## config.mk

```make
export PLATFORM = sky130hd
export DESIGN_NAME = lsu_top
export DESIGN_NICKNAME = d
export VERILOG_FILES = /design/src/hdl/lsu_pkg.sv /design/src/hdl/lsu_ctrl_fifo.sv /design/src/hdl/lsu_rdata_align.sv /design/src/hdl/lsu_req_gen.sv /design/src/hdl/lsu_top.sv
export VERILOG_INCLUDE_DIRS = /design/src /design/src/hdl
export SDC_FILE = /design/constraint.sdc
export NUM_CORES = 1
export LEC_CHECK = 0
export ABC_CLOCK_PERIOD_IN_PS = 3600
export BUFFER_PORTS_ARGS = -buffer_cell sky130_fd_sc_hd__buf_4
export CAP_MARGIN = 10
export CORE_MARGIN = 1
export CORE_UTILIZATION = 25
export CTS_CLUSTER_DIAMETER = 30
export DETAILED_ROUTE_END_ITERATION = 7
export GPL_TIMING_DRIVEN = 0
export PLACE_DENSITY_LB_ADDON = 0.15
export SLEW_MARGIN = 20
export SYNTH_ARGS = -nofsm -noshare
export SYNTH_HDL_FRONTEND = slang
export SYNTH_SLANG_ARGS = --single-unit
```

## constraint.sdc

```tcl
create_clock -name clk -period 3.6 [get_ports clk]
set_input_delay 0.36 -clock clk [delete_from_list [all_inputs] [get_ports clk]]
set_output_delay 0.36 -clock clk [all_outputs]
set_load 0.03 [all_outputs]
```

## src/hdl/lsu_cfg.svh

```systemverilog
`ifndef LSU_CFG_SVH
`define LSU_CFG_SVH

// data path width, also used for the address
`define LSU_DATA_W 32

// byte lanes on the data bus
`define LSU_BE_W 4

// max transfers in flight between grant and rvalid
`define LSU_DEPTH 2

`endif

```

## src/hdl/lsu_pkg.sv

```systemverilog
`include "lsu_cfg.svh"

package lsu_pkg;

  typedef logic [`LSU_DATA_W-1:0] lsu_word_t;  // address or data word
  typedef logic [`LSU_BE_W-1:0]   lsu_be_t;    // one bit per byte lane

  // access size, both byte codes behave the same
  typedef enum logic [1:0] {
    LSU_WORD    = 2'b00,
    LSU_HALF    = 2'b01,
    LSU_BYTE    = 2'b10,
    LSU_BYTE_HI = 2'b11
  } lsu_type_e;

  // load extension mode
  typedef enum logic [1:0] {
    LSU_EXT_ZERO    = 2'b00,
    LSU_EXT_SIGN    = 2'b01,
    LSU_EXT_ONES    = 2'b10,
    LSU_EXT_SIGN_HI = 2'b11  // also sign
  } lsu_ext_e;

  // per-transaction control entry, 7 bits
  // offset is the byte address within the word
  typedef struct packed {
    logic      we;      // store when set
    lsu_type_e dtype;   // access size
    logic [1:0] offset; // addr[1:0] of the access
    lsu_ext_e  ext;     // extension for loads
  } lsu_ctrl_t;

endpackage

```

## src/hdl/lsu_ctrl_fifo.sv

```systemverilog
`timescale 1ns/100ps
`include "lsu_cfg.svh"

module lsu_ctrl_fifo import lsu_pkg::*; (
  input  logic      clk,
  input  logic      rst_n,

  input  logic      push_i,          // accepted transfer
  input  lsu_ctrl_t push_ctrl_i,     // its control entry
  input  logic      req_pending_i,   // request on the bus
  input  logic      data_req_ex_i,   // EX wants an access
  input  logic      data_rvalid_i,   // response, pops the head

  output logic      room_o,          // another transfer may be issued
  output lsu_ctrl_t head_ctrl_o,     // entry of the oldest transfer
  output logic      lsu_ready_ex_o,
  output logic      lsu_ready_wb_o,
  output logic      busy_o
);

  localparam int PTR_W = (`LSU_DEPTH > 1) ? $clog2(`LSU_DEPTH) : 1;
  localparam int CNT_W = $clog2(`LSU_DEPTH + 1);

  lsu_ctrl_t        ctrl_mem [`LSU_DEPTH];  // one entry per transfer in flight
  logic [PTR_W-1:0] wr_ptr_q;
  logic [PTR_W-1:0] rd_ptr_q;
  logic [CNT_W-1:0] fill_q;                 // entries in flight
  logic             empty;
  logic             full;

  assign empty = (fill_q == '0);
  assign full  = (fill_q == CNT_W'(`LSU_DEPTH));

  ////////////////////
  // storage

  always_ff @(posedge clk) begin
    if (push_i) begin
      ctrl_mem[wr_ptr_q] <= push_ctrl_i;
    end
  end

  assign head_ctrl_o = ctrl_mem[rd_ptr_q];

  ////////////////////
  // pointers and fill

  always_ff @(posedge clk or negedge rst_n) begin
    if (!rst_n) begin
      wr_ptr_q <= '0;
      rd_ptr_q <= '0;
      fill_q   <= '0;
    end else begin
      if (push_i) begin
        wr_ptr_q <= (wr_ptr_q == PTR_W'(`LSU_DEPTH - 1)) ? '0 : wr_ptr_q + 1'b1;
      end
      if (data_rvalid_i) begin
        rd_ptr_q <= (rd_ptr_q == PTR_W'(`LSU_DEPTH - 1)) ? '0 : rd_ptr_q + 1'b1;
      end
      case ({push_i, data_rvalid_i})
        2'b10:   fill_q <= fill_q + 1'b1;
        2'b01:   fill_q <= fill_q - 1'b1;
        default: fill_q <= fill_q;  // none, or push and pop together
      endcase
    end
  end

  ////////////////////
  // ready / busy

  assign room_o = ~full;

  // WB idle, or the awaited response is here
  assign lsu_ready_wb_o = empty ? 1'b1 : data_rvalid_i;

  // EX and WB advance in lock step once WB is occupied
  always_comb begin
    if (!data_req_ex_i) begin
      lsu_ready_ex_o = 1'b1;                  // nothing to do
    end else if (empty) begin
      lsu_ready_ex_o = push_i;
    end else if (!full) begin
      lsu_ready_ex_o = push_i & data_rvalid_i;
    end else begin
      lsu_ready_ex_o = data_rvalid_i;         // no issue possible while full
    end
  end

  assign busy_o = ~empty | req_pending_i;

endmodule

```

## src/hdl/lsu_rdata_align.sv

```systemverilog
`timescale 1ns/100ps
`include "lsu_cfg.svh"

module lsu_rdata_align import lsu_pkg::*; (
  input  logic      clk,
  input  logic      rst_n,

  input  logic      data_rvalid_i,   // response strobe
  input  lsu_word_t data_rdata_i,    // raw bus word
  input  lsu_ctrl_t head_ctrl_i,     // entry of the responding transfer

  output lsu_word_t data_rdata_ex_o  // aligned and extended load data
);

  lsu_word_t   lane_word;   // bus word shifted down to the access
  logic [15:0] lane_half;
  logic [7:0]  lane_byte;
  logic        fill_bit;    // value for the upper bits
  lsu_word_t   rdata_ext;   // extended result
  lsu_word_t   rdata_q;     // last load result
  logic        load_resp;   // rvalid belongs to a load

  ////////////////////
  // lane select

  // loads are naturally aligned, so a plain shift finds the lane
  assign lane_word = data_rdata_i >> {head_ctrl_i.offset, 3'b000};
  assign lane_half = lane_word[15:0];
  assign lane_byte = lane_word[7:0];

  ////////////////////
  // extension

  always_comb begin
    case (head_ctrl_i.ext)
      LSU_EXT_ZERO: fill_bit = 1'b0;
      LSU_EXT_ONES: fill_bit = 1'b1;
      LSU_EXT_SIGN, LSU_EXT_SIGN_HI: begin
        // msb of the selected lane
        fill_bit = (head_ctrl_i.dtype == LSU_HALF) ? lane_half[15] : lane_byte[7];
      end
      default: fill_bit = 1'b0;
    endcase
  end

  always_comb begin
    case (head_ctrl_i.dtype)
      LSU_WORD:              rdata_ext = data_rdata_i;  // unchanged
      LSU_HALF:              rdata_ext = {{(`LSU_DATA_W-16){fill_bit}}, lane_half};
      LSU_BYTE, LSU_BYTE_HI: rdata_ext = {{(`LSU_DATA_W-8){fill_bit}}, lane_byte};
      default:               rdata_ext = data_rdata_i;
    endcase
  end

  ////////////////////
  // hold last result

  assign load_resp = data_rvalid_i & ~head_ctrl_i.we;  // store responses ignored

  always_ff @(posedge clk or negedge rst_n) begin
    if (!rst_n) begin
      rdata_q <= '0;
    end else if (load_resp) begin
      rdata_q <= rdata_ext;
    end
  end

  // live value in the response cycle, held value after
  assign data_rdata_ex_o = load_resp ? rdata_ext : rdata_q;

endmodule

```

## src/hdl/lsu_req_gen.sv

```systemverilog
`timescale 1ns/100ps
`include "lsu_cfg.svh"

module lsu_req_gen import lsu_pkg::*; (
  // EX stage side
  input  logic       data_req_ex_i,        // access requested
  input  logic       data_we_ex_i,         // store
  input  lsu_type_e  data_type_ex_i,       // word / half / byte
  input  lsu_ext_e   data_sign_ext_ex_i,   // extension mode for loads
  input  lsu_word_t  data_wdata_ex_i,      // store data as held in the register
  input  logic [1:0] data_reg_offset_ex_i, // byte offset inside the register
  input  lsu_word_t  operand_a_ex_i,       // base
  input  lsu_word_t  operand_b_ex_i,       // increment
  input  logic       addr_useincr_ex_i,    // a + b instead of a

  // from the control fifo
  input  logic       room_i,               // fewer than DEPTH in flight

  // data bus
  input  logic       data_gnt_i,
  output logic       data_req_o,
  output lsu_word_t  data_addr_o,
  output logic       data_we_o,
  output lsu_be_t    data_be_o,
  output lsu_word_t  data_wdata_o,

  // to the control fifo
  output logic       trans_acc_o,          // request accepted this cycle
  output lsu_ctrl_t  trans_ctrl_o          // entry for the accepted access
);

  lsu_word_t                addr;          // effective address
  logic [1:0]               addr_off;      // byte within word
  logic [1:0]               wdata_off;     // rotation in bytes
  lsu_be_t                  be_mask;       // lanes for offset 0
  logic [2*`LSU_DATA_W-1:0] wdata_dbl;     // doubled word for rotation

  ////////////////////
  // address

  assign addr     = addr_useincr_ex_i ? (operand_a_ex_i + operand_b_ex_i) : operand_a_ex_i;
  assign addr_off = addr[1:0];

  ////////////////////
  // byte enables

  // base pattern per size, shifted up by the offset
  // lanes past the top of the word fall off (aligned table)
  always_comb begin
    case (data_type_ex_i)
      LSU_WORD:              be_mask = '1;
      LSU_HALF:              be_mask = lsu_be_t'(2'b11);
      LSU_BYTE, LSU_BYTE_HI: be_mask = lsu_be_t'(1'b1);
      default:               be_mask = '1;
    endcase
  end

  assign data_be_o = be_mask << addr_off;

  ////////////////////
  // store data

  // move register byte reg_offset onto bus lane addr_off
  assign wdata_off    = addr_off - data_reg_offset_ex_i;  // wraps mod 4
  assign wdata_dbl    = {data_wdata_ex_i, data_wdata_ex_i} << {wdata_off, 3'b000};
  assign data_wdata_o = wdata_dbl[2*`LSU_DATA_W-1:`LSU_DATA_W]; // upper half = rotl

  // bus request, held as long as EX holds its request
  assign data_req_o  = data_req_ex_i & room_i;
  assign data_addr_o = addr;
  assign data_we_o   = data_we_ex_i;

  assign trans_acc_o = data_req_o & data_gnt_i;  // req and gnt together

  // what the response side needs later
  assign trans_ctrl_o = '{
    we:     data_we_ex_i,
    dtype:  data_type_ex_i,
    offset: addr_off,
    ext:    data_sign_ext_ex_i
  };

endmodule

```

## src/hdl/lsu_top.sv

```systemverilog
`timescale 1ns/100ps

module lsu_top import lsu_pkg::*; (
  input  logic       clk,
  input  logic       rst_n,

  // EX stage
  input  logic       data_req_ex_i,
  input  logic       data_we_ex_i,
  input  lsu_type_e  data_type_ex_i,
  input  lsu_ext_e   data_sign_ext_ex_i,
  input  lsu_word_t  data_wdata_ex_i,
  input  logic [1:0] data_reg_offset_ex_i,
  input  lsu_word_t  operand_a_ex_i,
  input  lsu_word_t  operand_b_ex_i,
  input  logic       addr_useincr_ex_i,
  output lsu_word_t  data_rdata_ex_o,
  output logic       lsu_ready_ex_o,
  output logic       lsu_ready_wb_o,
  output logic       busy_o,

  // data bus
  output logic       data_req_o,
  input  logic       data_gnt_i,
  output lsu_word_t  data_addr_o,
  output logic       data_we_o,
  output lsu_be_t    data_be_o,
  output lsu_word_t  data_wdata_o,
  input  logic       data_rvalid_i,
  input  lsu_word_t  data_rdata_i
);

  logic      trans_acc;   // req and gnt in the same cycle
  lsu_ctrl_t trans_ctrl;  // entry of the accepted access
  logic      room;        // fifo not full
  lsu_ctrl_t head_ctrl;   // entry of the oldest access

  // request side
  lsu_req_gen u_req_gen (
    .data_req_ex_i        (data_req_ex_i),
    .data_we_ex_i         (data_we_ex_i),
    .data_type_ex_i       (data_type_ex_i),
    .data_sign_ext_ex_i   (data_sign_ext_ex_i),
    .data_wdata_ex_i      (data_wdata_ex_i),
    .data_reg_offset_ex_i (data_reg_offset_ex_i),
    .operand_a_ex_i       (operand_a_ex_i),
    .operand_b_ex_i       (operand_b_ex_i),
    .addr_useincr_ex_i    (addr_useincr_ex_i),
    .room_i               (room),
    .data_gnt_i           (data_gnt_i),
    .data_req_o           (data_req_o),
    .data_addr_o          (data_addr_o),
    .data_we_o            (data_we_o),
    .data_be_o            (data_be_o),
    .data_wdata_o         (data_wdata_o),
    .trans_acc_o          (trans_acc),
    .trans_ctrl_o         (trans_ctrl)
  );

  // transfers in flight
  lsu_ctrl_fifo u_ctrl_fifo (
    .clk            (clk),
    .rst_n          (rst_n),
    .push_i         (trans_acc),
    .push_ctrl_i    (trans_ctrl),
    .req_pending_i  (data_req_o),
    .data_req_ex_i  (data_req_ex_i),
    .data_rvalid_i  (data_rvalid_i),
    .room_o         (room),
    .head_ctrl_o    (head_ctrl),
    .lsu_ready_ex_o (lsu_ready_ex_o),
    .lsu_ready_wb_o (lsu_ready_wb_o),
    .busy_o         (busy_o)
  );

  // response side
  lsu_rdata_align u_rdata_align (
    .clk             (clk),
    .rst_n           (rst_n),
    .data_rvalid_i   (data_rvalid_i),
    .data_rdata_i    (data_rdata_i),
    .head_ctrl_i     (head_ctrl),
    .data_rdata_ex_o (data_rdata_ex_o)
  );

endmodule

```

==> impl_metrics.env <==
export IMPL_synth_area_leaders="dfrtp_1 (16%), mux2i_1 (13%), ha_1 (7.3%)"
export IMPL_drive_above_1_share_pct=33.3
export IMPL_wire_per_inst_um=17.1
export IMPL_n_antenna_cell=0
export IMPL_gp_congestion=0.876
export IMPL_rsz0062_at_grt="false"
export IMPL_grt_overflow_total=0
export IMPL_fmax_mhz=296
export IMPL_worstPathMaxFanout=5
export IMPL_cts_root_buf="clkbuf_16"
export IMPL_cts_htree_levels=2
export IMPL_final_max_slew_viol_count=0
export IMPL_postCtsHoldBufs=0
export IMPL_grt_usage_pct=17.5
export IMPL_cts_buffers_inserted=5
export IMPL_die_width_um=154
export IMPL_timing_final_crit_period_ns=3.38
export IMPL_post_dp_hpwl_um=17500
export IMPL_seq_area_frac_synth_pct=22.7
export IMPL_p_comb_share_pct=70.5
export IMPL_p_leak_nw=3.75
export IMPL_ys_ff_latch=50
export IMPL_io_pins=246
export IMPL_drc=0
export IMPL_reg2reg_slack_ns=1.00
export IMPL_syn_avg_cell_area_sq_um=8.26
export IMPL_status="complete, no violations"
export IMPL_clk_pin_slew_ns=0.07
export IMPL_worstSetupEndpointType="primary output"
export IMPL_finalPower_mw=4.93
export IMPL_max_slew_margin_pct=50.1
export IMPL_finalSetupViolations=0
export IMPL_rows=55
export IMPL_design_die_area_sq_um=23900
export IMPL_max_cap_violations=0
export IMPL_power_switching_mw=2.44
export IMPL_first_pass_iters=5
export IMPL_p_sw_share_pct=49.6
export IMPL_clkLatencyLatePin_ns=0.30
export IMPL_synth_edf_count=14
export IMPL_yosysTopAreaCell="dfrtp_1"
export IMPL_ys_types=70
export IMPL_die_h_um=154
export IMPL_via_count=6302
export IMPL_syn_inst=704
export IMPL_finalHoldViolations=0
export IMPL_cts_tree="done"
export IMPL_synth_top_area_share_pct=15.5
export IMPL_clock_power_share_pct=11.2
export IMPL_grt_max_degree=37
export IMPL_synth_ff_type="dfrtp_1"
export IMPL_clock_sinks=50
export IMPL_power_internal_mw=2.48
export IMPL_fin_skew_ns=0.00540
export IMPL_cts_buffer_depth=2
export IMPL_r2r_cells=8
export IMPL_first_iter_violations=214
export IMPL_cp_arrival_ns=3.02
export IMPL_netlist_area_sq_um=5810
export IMPL_routed_wl_um=21300
export IMPL_hold_path_class="in -> async"
export IMPL_grt_pass1_wl_um=33500
export IMPL_worst_pin_slew_ns=0.749
export IMPL_cp_required_ns=3.24
export IMPL_tns_ns=0
export IMPL_coreArea_sq_um=22700
export IMPL_vdd_drop_max_mv=0.290
export IMPL_reg2reg_to="u_rdata_align.rdata_q[14]"
export IMPL_portBuffers=245
export IMPL_finalCritPeriodShare_pct=94.0
export IMPL_initial_core_util_pct=25.6
export IMPL_r2r_start="u_ctrl_fifo.rd_ptr_q"
export IMPL_grt_pass1_vias=6194
export IMPL_ys_async_sr_fraction_pct=72.0
export IMPL_yosysMostFrequentCell="nand2_1"
export IMPL_yosysWarnings=0
export IMPL_power_density_nw_per_um2=597
export IMPL_worst_setup_path_start_kind="input port"
export IMPL_crit_type="in -> out"
export IMPL_synthToLayoutAreaGrowth_pct=42.0
export IMPL_drt_vias_per_instance=5.07
export IMPL_synth_nets=880
export IMPL_detail_route_antenna_nets=0
export IMPL_synthTopCellsByCount="nand2_1 (104), mux2i_1 (76), a21oi_1 (68), nor2_1 (64), dfrtp_1 (36)"
export IMPL_pwr_share_seq_pct=18.3
export IMPL_layout_nets=1134
export IMPL_antenna_found_initial=0
registers in the layout (all words and copies together), names as in the netlist:
signal	cells
u_ctrl_fifo.rd_ptr_q	1
u_ctrl_fifo.fill_q	2
u_rdata_align.rdata_q	32
u_ctrl_fifo.wr_ptr_q	1
u_ctrl_fifo.ctrl_mem	14
critical path, cell delays in order:
cell      delay (ns)
buf_4           0.12
ha_1            0.34
o211ai_1        0.10
o21a_1          0.25
or4_1           0.56
a21oi_1         0.34
o21ai_0         0.22
or4_1           0.43
nand3_1         0.12
buf_4           0.17
layout make-up:
cell class,instances,area [sq um]
Fill cell,2426,14500
Multi-Input combinational cell,593,4250
Timing Repair Buffer,247,1850
Sequential cell,50,1320
Tap cell,285,357
Buffer,42,228
Clock buffer,5,125
Inverter,19,71.3
Clock inverter,3,48.8
kinds of logic (layout without fill, tap and decap cells):
logic type | count (synthesis) | in the layout | synth area share [%]
compound gates | 208 | 208 | 25.6
xor+xnor | 31 | 31 | 4.67
fa+ha+maj | 35 | 35 | 7.66
buf+inv | 61 | 316 | 5.15
flops | 50 | 50 | 22.7
mux | 97 | 97 | 17.3
simple gates | 222 | 222 | 16.8
power by group through the flow:
stage | registers [mW] | clock network (mW) | logic (mW)
finish | 0.902 | 0.554 | 3.47
CTS | 0.904 | 0.570 | 3.48
detailed placement | 0.914 | 0 | 3.46
floorplan | 0.891 | 0 | 2.32
global placement | 0.910 | 0 | 3.46
global route | 0.929 | 0.592 | 3.73
cells in the final DEF, fill, tap and decap left out, types with 3 or more instances in the layout:
cell	instances
mux2i_1	76
o21bai_1	8
o21ai_0	33
xnor2_1	19
dfrtp_1	36
clkbuf_16	5
nand2_1	104
a22oi_1	10
inv_1	19
nor3_1	3
nand4_1	9
ha_1	34
dlygate4sd1_1	3
nor2b_1	4
o311ai_0	4
a31oi_1	15
o211ai_1	4
a311oi_1	8
buf_4	250
xor2_1	9
a31oi_4	10
and3_2	9
o21a_1	9
edfxtp_1	14
nor2_1	64
clkbuf_1	28
a21oi_1	68
nand2b_1	3
nand3_1	9
mux2_2	18
or3_1	3
or2_2	4
a21o_1	9
metal layers:
| layer | up-vias | global-route usage, % | part of all wire (%) |
|---|---|---|---|
| li1 | 3101 | - | - |
| met1 | 2925 | 23.8 | 46 |
| met2 | 258 | 28.4 | 45 |
| met3 | 16 | 3.81 | 7.7 |
| met4 | 2 | 3.49 | 1.3 |
| met5 | - | 0 | 0.023 |
through the flow:
step	std cells	hold slack (ns)	utilization, %	instance area (sq um)	setup WS, ns
after global placement	1234	0.355	35.3	8010	-0.231
after CTS	1242	0.0343	36.1	8200	0.0866
after detailed placement	1234	0.356	35.3	8010	-0.269
final	1244	0.0161	36.3	8250	0.216
after global routing	1244	0.0567	36.3	8250	0.0583
after floorplan	704	0.0644	-	5810	0.129
how the worst max path moves through the flow:
stage,from,endpoint,slack (ns),cells after the start
after global placement,operand_a_ex_i[0],data_wdata_o[0],-0.23,10
after detailed placement,operand_a_ex_i[0],data_wdata_o[10],-0.27,10
after CTS,u_ctrl_fifo.rd_ptr_q,data_rdata_ex_o[14],0.09,7
after floorplan,operand_a_ex_i[0],data_addr_o[20],0.13,9
final,operand_b_ex_i[3],data_addr_o[25],0.22,10
after global routing,operand_a_ex_i[0],data_addr_o[30],0.06,12
repair_timing:
action | CTS | global route
pin swaps | 0 | 1
buffers inserted | 0 | 2
setup endpoints to repair | 26 | 26
resized for setup | 3 | 6
Power figures use the tool's default switching activity.
